File: config.mk
export PLATFORM = sky130hd
export DESIGN_NAME = cpu_backend
export DESIGN_NICKNAME = d
export VERILOG_FILES = /design/src/logic/core_cfg_pkg.sv /design/src/logic/alu_op_pkg.sv /design/src/logic/issue_if.sv /design/src/logic/issue_unit.sv /design/src/logic/alu_stage.sv /design/src/logic/mul_pipe.sv /design/src/logic/wb_arbiter.sv /design/src/logic/reorder_buffer.sv /design/src/logic/register_file.sv /design/src/logic/cpu_backend.sv
export SDC_FILE = /design/constraint.sdc
export NUM_CORES = 2
export LEC_CHECK = 0
export BUFFER_PORTS_ARGS = -buffer_cell sky130_fd_sc_hd__buf_4
export CAP_MARGIN = 15
export CORE_UTILIZATION = 50
export DETAILED_ROUTE_END_ITERATION = 6
export PLACE_DENSITY = 0.69
export SYNTH_ARGS = -nofsm -noshare
export SYNTH_HDL_FRONTEND = slang
export SYNTH_HIERARCHICAL = 1
export SYNTH_SLANG_ARGS = --single-unit
export TNS_END_PERCENT = 20
File: constraint.sdc
create_clock -name clk_i -period 10.05 [get_ports clk_i]
set_input_delay 0 -clock clk_i [delete_from_list [all_inputs] [get_ports clk_i]]
set_output_delay 0 -clock clk_i [all_outputs]
set_load 0.02 [all_outputs]
File: src/logic/core_cfg_pkg.sv
package core_cfg_pkg;

  // Datapath and register file
  localparam int DATA_WIDTH = 32;
  localparam int REG_COUNT  = 32;

  typedef logic [DATA_WIDTH-1:0]        data_t;
  typedef logic [$clog2(REG_COUNT)-1:0] reg_id_t;

  // Default sizes of the back end
  localparam int DEFAULT_ROB_ENTRIES = 4;
  localparam int DEFAULT_MUL_STAGES  = 5;

endpackage

File: src/logic/alu_op_pkg.sv
package alu_op_pkg;

  typedef logic [2:0] alu_op_t;

  localparam alu_op_t OP_ADD = 3'd0;
  localparam alu_op_t OP_SUB = 3'd1;
  localparam alu_op_t OP_AND = 3'd2;
  localparam alu_op_t OP_OR  = 3'd3;
  localparam alu_op_t OP_XOR = 3'd4;
  // Shift amount from the low bits of b
  localparam alu_op_t OP_SLL = 3'd5;
  localparam alu_op_t OP_SRL = 3'd6;
  // Low half of the product, runs in the multiply pipe
  localparam alu_op_t OP_MUL = 3'd7;

endpackage

File: src/logic/issue_if.sv
`timescale 1ns/1ps

interface issue_if #(
  parameter int ROB_ENTRIES = core_cfg_pkg::DEFAULT_ROB_ENTRIES
);

  localparam int TAG_W = $clog2(ROB_ENTRIES);

  // One-cycle strobes, one per execution unit
  logic                  alu_valid;
  logic                  mul_valid;
  alu_op_pkg::alu_op_t   op;
  core_cfg_pkg::data_t   a;
  core_cfg_pkg::data_t   b;
  logic [TAG_W-1:0]      tag;

  modport issuer (output alu_valid, mul_valid, op, a, b, tag);
  modport alu    (input alu_valid, op, a, b, tag);
  modport mul    (input mul_valid, a, b, tag);

endinterface

File: src/logic/issue_unit.sv
`timescale 1ns/1ps

module issue_unit #(
  parameter  int ROB_ENTRIES = core_cfg_pkg::DEFAULT_ROB_ENTRIES,
  localparam int TAG_W       = $clog2(ROB_ENTRIES)
) (
  input  logic                  op_valid_i,
  input  alu_op_pkg::alu_op_t   op_i,
  input  core_cfg_pkg::data_t   a_i,
  input  core_cfg_pkg::data_t   b_i,
  input  core_cfg_pkg::reg_id_t dest_i,
  input  logic                  rob_full_i,
  input  logic [TAG_W-1:0]      new_tag_i,
  input  logic                  alu_busy_i,
  output logic                  op_ready_o,
  output logic                  alloc_valid_o,
  output core_cfg_pkg::reg_id_t alloc_reg_o,
  issue_if.issuer               issue
);

  logic accept;
  logic is_mul;

  // Stall on a full ROB or a stuck ALU result
  assign op_ready_o = !rob_full_i && !alu_busy_i;
  assign accept     = op_valid_i && op_ready_o;
  assign is_mul     = (op_i == alu_op_pkg::OP_MUL);

  assign issue.alu_valid = accept && !is_mul;
  assign issue.mul_valid = accept && is_mul;
  assign issue.op        = op_i;
  assign issue.a         = a_i;
  assign issue.b         = b_i;
  assign issue.tag       = new_tag_i;

  // ROB entry taken on the same edge
  assign alloc_valid_o = accept;
  assign alloc_reg_o   = dest_i;

endmodule

File: src/logic/alu_stage.sv
`timescale 1ns/1ps

module alu_stage #(
  parameter  int ROB_ENTRIES = core_cfg_pkg::DEFAULT_ROB_ENTRIES,
  localparam int TAG_W       = $clog2(ROB_ENTRIES)
) (
  input  logic                clk_i,
  input  logic                rst_i,
  issue_if.alu                issue,
  input  logic                grant_i,
  output logic                valid_o,
  output logic [TAG_W-1:0]    tag_o,
  output core_cfg_pkg::data_t result_o,
  output logic                busy_o
);

  localparam int SHAMT_W = $clog2(core_cfg_pkg::DATA_WIDTH);

  logic                valid_q;
  logic [TAG_W-1:0]    tag_q;
  alu_op_pkg::alu_op_t op_q;
  core_cfg_pkg::data_t a_q;
  core_cfg_pkg::data_t b_q;

  always_ff @(posedge clk_i) begin
    if (!rst_i) begin
      valid_q <= 1'b0;
    end else if (issue.alu_valid) begin
      valid_q <= 1'b1;
    end else if (grant_i) begin
      valid_q <= 1'b0;
    end
  end

  always_ff @(posedge clk_i) begin
    if (issue.alu_valid) begin
      tag_q <= issue.tag;
      op_q  <= issue.op;
      a_q   <= issue.a;
      b_q   <= issue.b;
    end
  end

  always_comb begin
    case (op_q)
      alu_op_pkg::OP_ADD: result_o = a_q + b_q;
      alu_op_pkg::OP_SUB: result_o = a_q - b_q;
      alu_op_pkg::OP_AND: result_o = a_q & b_q;
      alu_op_pkg::OP_OR:  result_o = a_q | b_q;
      alu_op_pkg::OP_XOR: result_o = a_q ^ b_q;
      alu_op_pkg::OP_SLL: result_o = a_q << b_q[SHAMT_W-1:0];
      alu_op_pkg::OP_SRL: result_o = a_q >> b_q[SHAMT_W-1:0];
      default:            result_o = '0;
    endcase
  end

  assign valid_o = valid_q;
  assign tag_o   = tag_q;
  // Result lost arbitration, hold it another cycle
  assign busy_o  = valid_q && !grant_i;

endmodule

File: src/logic/mul_pipe.sv
`timescale 1ns/1ps

module mul_pipe #(
  parameter  int ROB_ENTRIES = core_cfg_pkg::DEFAULT_ROB_ENTRIES,
  parameter  int MUL_STAGES  = core_cfg_pkg::DEFAULT_MUL_STAGES,
  localparam int TAG_W       = $clog2(ROB_ENTRIES)
) (
  input  logic                clk_i,
  input  logic                rst_i,
  issue_if.mul                issue,
  output logic                valid_o,
  output logic [TAG_W-1:0]    tag_o,
  output core_cfg_pkg::data_t result_o
);

  logic                valid_q [MUL_STAGES];
  logic [TAG_W-1:0]    tag_q   [MUL_STAGES];
  core_cfg_pkg::data_t prod_q  [MUL_STAGES];
  core_cfg_pkg::data_t product;

  // Low half only
  assign product = issue.a * issue.b;

  always_ff @(posedge clk_i) begin
    if (!rst_i) begin
      for (int i = 0; i < MUL_STAGES; i++) begin
        valid_q[i] <= 1'b0;
      end
    end else begin
      valid_q[0] <= issue.mul_valid;
      for (int i = 1; i < MUL_STAGES; i++) begin
        valid_q[i] <= valid_q[i-1];
      end
    end
  end

  // Payload moves every cycle, the pipe never stalls
  always_ff @(posedge clk_i) begin
    tag_q[0]  <= issue.tag;
    prod_q[0] <= product;
    for (int i = 1; i < MUL_STAGES; i++) begin
      tag_q[i]  <= tag_q[i-1];
      prod_q[i] <= prod_q[i-1];
    end
  end

  assign valid_o  = valid_q[MUL_STAGES-1];
  assign tag_o    = tag_q[MUL_STAGES-1];
  assign result_o = prod_q[MUL_STAGES-1];

endmodule

File: src/logic/wb_arbiter.sv
`timescale 1ns/1ps

module wb_arbiter #(
  parameter  int ROB_ENTRIES = core_cfg_pkg::DEFAULT_ROB_ENTRIES,
  localparam int TAG_W       = $clog2(ROB_ENTRIES)
) (
  input  logic                alu_valid_i,
  input  logic [TAG_W-1:0]    alu_tag_i,
  input  core_cfg_pkg::data_t alu_result_i,
  input  logic                mul_valid_i,
  input  logic [TAG_W-1:0]    mul_tag_i,
  input  core_cfg_pkg::data_t mul_result_i,
  output logic                alu_grant_o,
  output logic                complete_valid_o,
  output logic [TAG_W-1:0]    complete_tag_o,
  output core_cfg_pkg::data_t complete_data_o
);

  // Multiply pipe cannot stall, so it always wins
  assign alu_grant_o      = alu_valid_i && !mul_valid_i;
  assign complete_valid_o = alu_valid_i || mul_valid_i;
  assign complete_tag_o   = mul_valid_i ? mul_tag_i : alu_tag_i;
  assign complete_data_o  = mul_valid_i ? mul_result_i : alu_result_i;

endmodule

File: src/logic/reorder_buffer.sv
`timescale 1ns/1ps

module reorder_buffer #(
  parameter  int ROB_ENTRIES = core_cfg_pkg::DEFAULT_ROB_ENTRIES,
  localparam int TAG_W       = $clog2(ROB_ENTRIES)
) (
  input  logic                  clk_i,
  input  logic                  rst_i,
  input  logic                  alloc_valid_i,
  input  core_cfg_pkg::reg_id_t alloc_reg_i,
  input  logic                  complete_valid_i,
  input  logic [TAG_W-1:0]      complete_tag_i,
  input  core_cfg_pkg::data_t   complete_data_i,
  output logic                  full_o,
  output logic [TAG_W-1:0]      new_tag_o,
  output logic                  commit_valid_o,
  output core_cfg_pkg::reg_id_t commit_reg_o,
  output core_cfg_pkg::data_t   commit_data_o
);

  localparam int CNT_W = $clog2(ROB_ENTRIES + 1);

  logic [TAG_W-1:0]       head_q;
  logic [TAG_W-1:0]       tail_q;
  logic [CNT_W-1:0]       count_q;
  logic [ROB_ENTRIES-1:0] busy_q;
  logic [ROB_ENTRIES-1:0] done_q;

  core_cfg_pkg::reg_id_t  dest_q [ROB_ENTRIES];
  core_cfg_pkg::data_t    data_q [ROB_ENTRIES];

  logic alloc;
  logic commit;

  // Full is judged on the current count, a same-cycle commit does not help
  assign full_o    = (count_q == CNT_W'(ROB_ENTRIES));
  assign new_tag_o = tail_q;
  assign alloc     = alloc_valid_i && !full_o;
  assign commit    = busy_q[head_q] && done_q[head_q];

  assign commit_valid_o = commit;
  assign commit_reg_o   = dest_q[head_q];
  assign commit_data_o  = data_q[head_q];

  always_ff @(posedge clk_i) begin
    if (!rst_i) begin
      head_q  <= '0;
      tail_q  <= '0;
      count_q <= '0;
      busy_q  <= '0;
      done_q  <= '0;
    end else begin
      if (commit) begin
        busy_q[head_q] <= 1'b0;
        head_q         <= head_q + 1'b1;
      end

      if (complete_valid_i) begin
        done_q[complete_tag_i] <= 1'b1;
      end

      // Tail never equals head of a live entry here
      if (alloc) begin
        busy_q[tail_q] <= 1'b1;
        done_q[tail_q] <= 1'b0;
        tail_q         <= tail_q + 1'b1;
      end

      case ({alloc, commit})
        2'b10:   count_q <= count_q + 1'b1;
        2'b01:   count_q <= count_q - 1'b1;
        default: count_q <= count_q;
      endcase
    end
  end

  always_ff @(posedge clk_i) begin
    if (alloc) begin
      dest_q[tail_q] <= alloc_reg_i;
    end
    if (complete_valid_i) begin
      data_q[complete_tag_i] <= complete_data_i;
    end
  end

endmodule

File: src/logic/register_file.sv
`timescale 1ns/1ps

module register_file (
  input  logic                  clk_i,
  input  logic                  rst_i,
  input  logic                  wr_en_i,
  input  core_cfg_pkg::reg_id_t wr_reg_i,
  input  core_cfg_pkg::data_t   wr_data_i,
  input  core_cfg_pkg::reg_id_t rd_reg_i,
  output core_cfg_pkg::data_t   rd_data_o
);

  core_cfg_pkg::data_t regs_q [core_cfg_pkg::REG_COUNT];

  always_ff @(posedge clk_i) begin
    if (!rst_i) begin
      for (int i = 0; i < core_cfg_pkg::REG_COUNT; i++) begin
        regs_q[i] <= '0;
      end
    end else if (wr_en_i && (wr_reg_i != '0)) begin
      // x0 stays zero
      regs_q[wr_reg_i] <= wr_data_i;
    end
  end

  assign rd_data_o = regs_q[rd_reg_i];

endmodule

File: src/logic/cpu_backend.sv
`timescale 1ns/1ps

module cpu_backend #(
  parameter int ROB_ENTRIES = core_cfg_pkg::DEFAULT_ROB_ENTRIES,
  parameter int MUL_STAGES  = core_cfg_pkg::DEFAULT_MUL_STAGES
) (
  input  logic                  clk_i,
  input  logic                  rst_i,
  input  logic                  op_valid_i,
  input  alu_op_pkg::alu_op_t   op_i,
  input  core_cfg_pkg::data_t   a_i,
  input  core_cfg_pkg::data_t   b_i,
  input  core_cfg_pkg::reg_id_t dest_i,
  input  core_cfg_pkg::reg_id_t rd_reg_i,
  output logic                  op_ready_o,
  output logic                  commit_valid_o,
  output core_cfg_pkg::reg_id_t commit_reg_o,
  output core_cfg_pkg::data_t   commit_data_o,
  output core_cfg_pkg::data_t   rd_data_o
);

  localparam int TAG_W = $clog2(ROB_ENTRIES);

  // Issue side
  logic                  rob_full;
  logic [TAG_W-1:0]      rob_new_tag;
  logic                  alloc_valid;
  core_cfg_pkg::reg_id_t alloc_reg;

  // ALU result
  logic                  alu_valid;
  logic                  alu_busy;
  logic                  alu_grant;
  logic [TAG_W-1:0]      alu_tag;
  core_cfg_pkg::data_t   alu_result;

  // Multiply result
  logic                  mul_valid;
  logic [TAG_W-1:0]      mul_tag;
  core_cfg_pkg::data_t   mul_result;

  // Completion into the ROB
  logic                  complete_valid;
  logic [TAG_W-1:0]      complete_tag;
  core_cfg_pkg::data_t   complete_data;

  issue_if #(.ROB_ENTRIES(ROB_ENTRIES)) issue_bus ();

  issue_unit #(.ROB_ENTRIES(ROB_ENTRIES)) issue (
    .op_valid_i    (op_valid_i),
    .op_i          (op_i),
    .a_i           (a_i),
    .b_i           (b_i),
    .dest_i        (dest_i),
    .rob_full_i    (rob_full),
    .new_tag_i     (rob_new_tag),
    .alu_busy_i    (alu_busy),
    .op_ready_o    (op_ready_o),
    .alloc_valid_o (alloc_valid),
    .alloc_reg_o   (alloc_reg),
    .issue         (issue_bus.issuer)
  );

  alu_stage #(.ROB_ENTRIES(ROB_ENTRIES)) alu (
    .clk_i    (clk_i),
    .rst_i    (rst_i),
    .issue    (issue_bus.alu),
    .grant_i  (alu_grant),
    .valid_o  (alu_valid),
    .tag_o    (alu_tag),
    .result_o (alu_result),
    .busy_o   (alu_busy)
  );

  mul_pipe #(
    .ROB_ENTRIES (ROB_ENTRIES),
    .MUL_STAGES  (MUL_STAGES)
  ) mul (
    .clk_i    (clk_i),
    .rst_i    (rst_i),
    .issue    (issue_bus.mul),
    .valid_o  (mul_valid),
    .tag_o    (mul_tag),
    .result_o (mul_result)
  );

  wb_arbiter #(.ROB_ENTRIES(ROB_ENTRIES)) wb_arb (
    .alu_valid_i      (alu_valid),
    .alu_tag_i        (alu_tag),
    .alu_result_i     (alu_result),
    .mul_valid_i      (mul_valid),
    .mul_tag_i        (mul_tag),
    .mul_result_i     (mul_result),
    .alu_grant_o      (alu_grant),
    .complete_valid_o (complete_valid),
    .complete_tag_o   (complete_tag),
    .complete_data_o  (complete_data)
  );

  reorder_buffer #(.ROB_ENTRIES(ROB_ENTRIES)) rob (
    .clk_i            (clk_i),
    .rst_i            (rst_i),
    .alloc_valid_i    (alloc_valid),
    .alloc_reg_i      (alloc_reg),
    .complete_valid_i (complete_valid),
    .complete_tag_i   (complete_tag),
    .complete_data_i  (complete_data),
    .full_o           (rob_full),
    .new_tag_o        (rob_new_tag),
    .commit_valid_o   (commit_valid_o),
    .commit_reg_o     (commit_reg_o),
    .commit_data_o    (commit_data_o)
  );

  // Commits also write the architectural state
  register_file arch_file (
    .clk_i     (clk_i),
    .rst_i     (rst_i),
    .wr_en_i   (commit_valid_o),
    .wr_reg_i  (commit_reg_o),
    .wr_data_i (commit_data_o),
    .rd_reg_i  (rd_reg_i),
    .rd_data_o (rd_data_o)
  );

endmodule

Yosys cells after proc, flatten, opt, wreduce, memory -nomap -nowiden --
Memory sizes are Yosys's and may differ from the RTL's. A register that Yosys moved wholly into a read port is not among the register bits. Index checks and enable logic that the tools add are counted.
Cells by class: $add $sub $neg 6, multiply operators 1, divide/modulo/power cells 0, magnitude comparators 6, eq/ne operators 10, shift operators 2, muxes and demuxes 43, bitwise operators 14, reductions and logical operators 23
Operators with widths (count):
- $pmux W32 S7 | 1
- $mux W32 | 2
- $add A32 B32 Y32 | 1
- $and A32 B32 Y32 | 1
- $mul A32 B32 Y32 | 1
- $or A32 B32 Y32 | 1
- $reduce_or A32 Y1 | 1
- $shl A32 B5 Y32 | 1
- $shr A32 B5 Y32 | 1
- $sub A32 B32 Y32 | 1
- $xor A32 B32 Y32 | 1
- $mux W4 | 6
- $mux W1 | 22
- $eq A3 B3 Y1 const B | 5
- $logic_and A1 B1 Y1 | 12
- $mux W2 | 5
- $lt A2 B3 Y1 const B | 3
- $and A4 B4 Y4 | 2
- $not A4 Y4 | 2
- $or A4 B4 Y4 | 2
- $demux W1 S2 | 3
- $eq A3 B2 Y1 const B | 2
- $ge A2 B1 Y1 const B | 3
- $pmux W3 S2 | 1
- other kinds (14) | 25
Word-level totals: flip-flop bits (word level) 85, bits in latches 0, RAM bits 1347, ROM bits 0, logic and storage cells 121, memories kept 6
Memory list:
- arch_file.regs_q | words 32, width 32, rd ports 1, clocked after memory_dff 0, wr ports 32, RTL line register_file.sv:13 | core_cfg_pkg::data_t regs_q [core_cfg_pkg::REG_COUNT];
- mul.prod_q | words 5, width 32, rd ports 5, clocked after memory_dff 0, wr ports 5, RTL line mul_pipe.sv:18 | core_cfg_pkg::data_t prod_q [MUL_STAGES];
- rob.data_q | words 4, width 32, rd ports 1, clocked after memory_dff 1, wr ports 1, RTL line reorder_buffer.sv:30 | core_cfg_pkg::data_t data_q [ROB_ENTRIES];
- rob.dest_q | words 4, width 5, rd ports 1, clocked after memory_dff 1, wr ports 1, RTL line reorder_buffer.sv:29 | core_cfg_pkg::reg_id_t dest_q [ROB_ENTRIES];
- mul.tag_q | words 5, width 2, rd ports 5, clocked after memory_dff 0, wr ports 5, RTL line mul_pipe.sv:17 | logic [TAG_W-1:0] tag_q [MUL_STAGES];
- mul.valid_q | words 5, width 1, rd ports 5, clocked after memory_dff 0, wr ports 5, RTL line mul_pipe.sv:16 | logic valid_q [MUL_STAGES];

Depth between registers and ports, before layout --
depth after elaboration 10, mapped depth 28, depth with buffers taken out 24

By module --
Netlist, hierarchy kept.
Modules (own cells, without submodules):
- register_file | times used 1, cells each 3451, area each 46937.5 um2
- mul_pipe | times used 1, cells each 1915, area each 19502.5 um2
- alu_stage | times used 1, cells each 1167, area each 9764.4 um2
- reorder_buffer | times used 1, cells each 301, area each 6273.5 um2
- issue_unit | times used 1, cells each 79, area each 593.1 um2
- wb_arbiter | times used 1, cells each 40, area each 571.8 um2

Worst setup path before layout --
Ideal clock, no wire load.
kind input to register, start point input port b_i[3], end point memory mul/prod_q[0][29] in the netlist's numbering, arrival 6413 ps, path slack 3514 ps, stages on the path 25, buffers on the path 3, path through buf_4 > clkbuf_1 > clkbuf_1 > and2_1 > fa_1 > inv_1 > fa_1 > fa_1 > fa_1 > inv_1 > fa_1 > inv_1 > fa_1 > inv_1 > fa_1 > fa_1 > ha_1 > a21o_1 > a31o_2 > a32oi_1 > o211ai_1 > or3_1 > a31oi_2 > a21oi_1 > xor2_1
RTL lines:
- start: declaration | RTL line cpu_backend.sv:12 | input core_cfg_pkg::data_t b_i,
- end: declaration | RTL line mul_pipe.sv:18

==> summary.md <==
| Metric | Value |
|---|---|
| Status | `completed` |
| Slew Limit Headroom | `14.2%` |
| Sink Count | `1434` |
| Crit. End Element | `flip-flop` |
| CTS max path bufs | `3` |
| Largest net degree at the start of global routing | `134` |
| Total global-route track usage | `28.8%` |
| Setup CP Type | `in2reg` |
| P_int | `16500 uW` |
| Number of setup buffers added after CTS | `0` |
| RD Place Congestion | `0.971` |
| Final net count | `7563` |
| Commonest non-fill, non-tap cell in the layout | `and2_1` |
| Area of the mapped netlist | `0.0836 mm2` |
| Syn. warnings | `6` |
| Synth Instances | `6953` |
| Combinational share of power | `53.5%` |
| First-pass GRT wire length | `359000 um` |
| Worst min path class | `in2reg` |
| #FFs+latches synth | `1434` |
| Worst slew pin tran | `1280 ps` |
| Max_cap viols | `0` |
| Die area | `0.169 mm2` |
| Worst path arrival time | `7560 ps` |
| Initial core utilization | `50.5%` |
| Critical Path Most Common Cell | `fa_1` |
| H-tree levels | `4` |
| Final setup skew | `31.6 ps` |
| Final cycle utilization of the critical path | `68.6%` |
| Max Fanout on Critical Path | `31` |
| Fin Setup TNS | `0 ps` |
| Final setup fails | `0` |
| Overflow after GRT | `0` |
| Net Sw Frac | `39.8%` |
| Area Overhead vs Synth | `9.16%` |
| Die Y | `411 um` |
| Seq/Total Area, Yosys | `49.2%` |
| DRC | `0` |
| Avg Inst Size Synth | `12.0 um2` |
| Clock Tree Root | `clkbuf_16` |
| Total power | `27500 uW` |
| Leakage | `0.0368 uW` |
| Cell Chain, Critical Path | `dlygate4sd3_1 -> buf_4 -> and2_1 -> fa_1 -> inv_1 -> fa_1 -> fa_1 -> fa_1 -> inv_1 -> fa_1 -> inv_1 -> fa_1 -> inv_1 -> fa_1 -> fa_1 -> ha_1 -> a21o_1 -> a31o_2 -> a32oi_1 -> o211ai_1 -> or3_1 -> a31oi_2 -> a21oi_1 -> xor2_1` |
| Detailed-router iteration count before antenna repair | `6` |
| Dominant cell type by area after synthesis | `edfxtp_1` |
| Fin crit period | `6890 ps` |
| Hpwl dp | `157000 um` |
| Num rows | `149` |
| Number of hold violations in the final report | `0` |
| Clock Pin Slew Worst Setup and Hold Paths | `60 ps` |
| Final instance area | `0.0913 mm2` |
| RSZ-0062 raised after global routing | `false` |
| Share of cells above drive strength 1 | `9.54%` |
| Post-layout util | `55.2%` |
| 1st-iter DRT viols | `5338` |
| Max Slew Vio Count | `0` |
| Slowest stage delay, CP | `550 ps` |
| Most frequent cells in the layout | `and2_1 (1373), edfxtp_1 (1241), mux2i_1 (584), inv_1 (438), fa_1 (410)` |
| Worst setup SP type | `primary input` |
| Max VDD drop | `1060 uV` |
| PortBufs | `150` |
| I/O pins | `151` |
| Core box area | `0.166 mm2` |
| Vias in the first global route | `54600` |
| WHS | `45.2 ps` |
| Clk Latency, worst-skew pair | `790 ps` |
| Switching power | `10900 uW` |
| Critical Path RT | `10710 ps` |
| Yosys cell types | `103` |
| Flop pwr share | `27.1%` |
| TritonCTS clock tree | `done` |
| Routed vias | `53500` |
| Via density | `5.84` |
| Die width | `411 um` |
| Synth area leaders | `edfxtp_1 (45%), and2_1 (10%), fa_1 (9.8%), mux2i_1 (7.0%), dfxtp_1 (4.6%)` |
| Post-Route WL | `244000 um` |
| Post-route ant nets | `0` |
| Cts bufs inserted | `144` |
| Maximum clock rate | `0.145 GHz` |
| Dpl cell area | `0.0857 mm2` |
| Power Density | `301 mW/mm2` |
| Initial antenna violation count | `17` |
| Area fraction of the dominant cell type after synthesis | `44.6%` |
| Async S/R FF share, synth | `0%` |
| Post-CTS sizing | `0` |
| CP max stage cell | `fa_1` |
| Clk pwr share | `19.4%` |
| Ys flop type | `edfxtp_1` |
| Number of synthesized flops with an enable pin | `1241` |
| Wire per inst | `26.7 um` |
[registers in the layout, indices dropped and copies added (netlist names), named ones only]
| register | flops |
|---|---|
| alu/b_q | 32 |
| rob/busy_q | 4 |
| mul/valid_q | 5 |
| mul/prod_q | 160 |
| alu/op_q | 3 |
| alu/valid_o | 1 |
| rob/done_q | 4 |
| rob/data_q | 128 |
| alu/a_q | 32 |
| rob/count_q | 3 |
| rob/new_tag_o | 2 |
| mul/tag_q | 10 |
| rob/head_q | 2 |
| rob/dest_q | 20 |
| arch_file/regs_q | 1024 |
| alu/tag_o | 2 |
[cell usage after synthesis (all sizes together), types with 6 or more instances]
cell / n
a22oi: 128
dfxtp: 193
nand3: 121
o31ai: 8
nand3b: 9
ha: 228
o211ai: 20
a211oi: 29
xor2: 24
a22o: 64
a21o: 24
inv: 441
nor4: 8
and3: 19
fa: 410
nor2: 155
a211o: 7
o21ai: 151
edfxtp: 1241
mux2i: 584
nor3: 59
clkbuf: 370
mux2: 57
mux4: 61
o22ai: 39
nor2b: 16
or3: 7
a31oi: 52
o21bai: 6
a221oi: 13
a21oi: 194
nand4: 13
o21a: 12
and2: 1376
xnor2: 109
nand2b: 20
buf: 240
nand2: 367
[power by group through the flow]
stage               clock [uW]  combinational, uW  sequential, uW
finish                    5320              14700            7450
global route              5580              16300            7490
CTS                       5370              14700            7450
detailed placement           0              14600            7580
global placement             0              14300            7560
floorplan                    0              10900            7470
[kinds of logic (layout without fill, tap and decap cells)]
kind of cell             after synthesis  after routing  synth area share (%)
other                                  1             38               0.00448
AO/OA/AOI/OAI                        794            794                  6.21
flip-flops                          1434           1434                  49.2
XOR/XNOR                             134            134                  1.42
adder cells (fa/ha/maj)              638            638                  13.2
AND/OR/NAND/NOR                     2196           2196                  14.8
buffers and inverters               1054           1031                  5.64
multiplexers                         702            702                  9.52
[cell type report]
| cell class | count | area (um2) |
|---|---|---|
| multi-input cells | 4496 | 38400 |
| inverters | 442 | 1660 |
| fillers | 13700 | 74200 |
| flip-flops and latches | 1434 | 41100 |
| well taps | 2189 | 2740 |
| diodes | 6 | 15.0 |
| repair buffers | 327 | 2700 |
| clock buffers | 193 | 3920 |
| clock inverters | 69 | 701 |
[critical path, delay by kind of cell]
family | cells | cell delay (ps)
simple gates | 2 | 700
compound gates | 6 | 1300
fa+ha+maj | 9 | 4360
buf+inv | 6 | 1010
xor+xnor | 1 | 140
[final timing paths]
check	start	to	slack [ps]	cells past startpoint
setup / recovery	b_i[2]	mul/prod_q[0][29]	3160	24
setup reg to reg	alu/op_q[2]	rob/data_q[1][24]	3500	14
hold / removal	op_i[1]	alu/op_q[1]	50	2
hold reg to reg	mul/prod_q[0][52]	mul/prod_q[0][84]	320	0
[stage by stage]
| stage | setup WS (ps) | instances |
|---|---|---|
| 4_1_cts | 3300 | 9148 |
| 5_1_grt | 2980 | 9152 |
| 6_report | 3160 | 9156 |
| 3_5_place_dp | 3010 | 8796 |
| 3_3_place_gp | 3100 | 8796 |
| 2_1_floorplan | 3510 | 6984 |
[layer usage]
layer | track usage [%] | vias up | routed length, um | part of all wire, %
met1 | 37.2 | 27100 | 97500 | 40
met3 | 4.70 | 480 | 17200 | 7.0
met4 | 14.5 | 6 | 12900 | 5.3
met5 | 0 | - | 42 | 0.017
li1 | - | 23600 | - | -
met2 | 47.2 | 2206 | 117000 | 48
[what timing repair did]
action                                 CTS  global route
hold buffers                            90             0
setup endpoints to repair                0             0
endpoints found under the hold margin  112             0
Power figures use the tool's default switching activity.
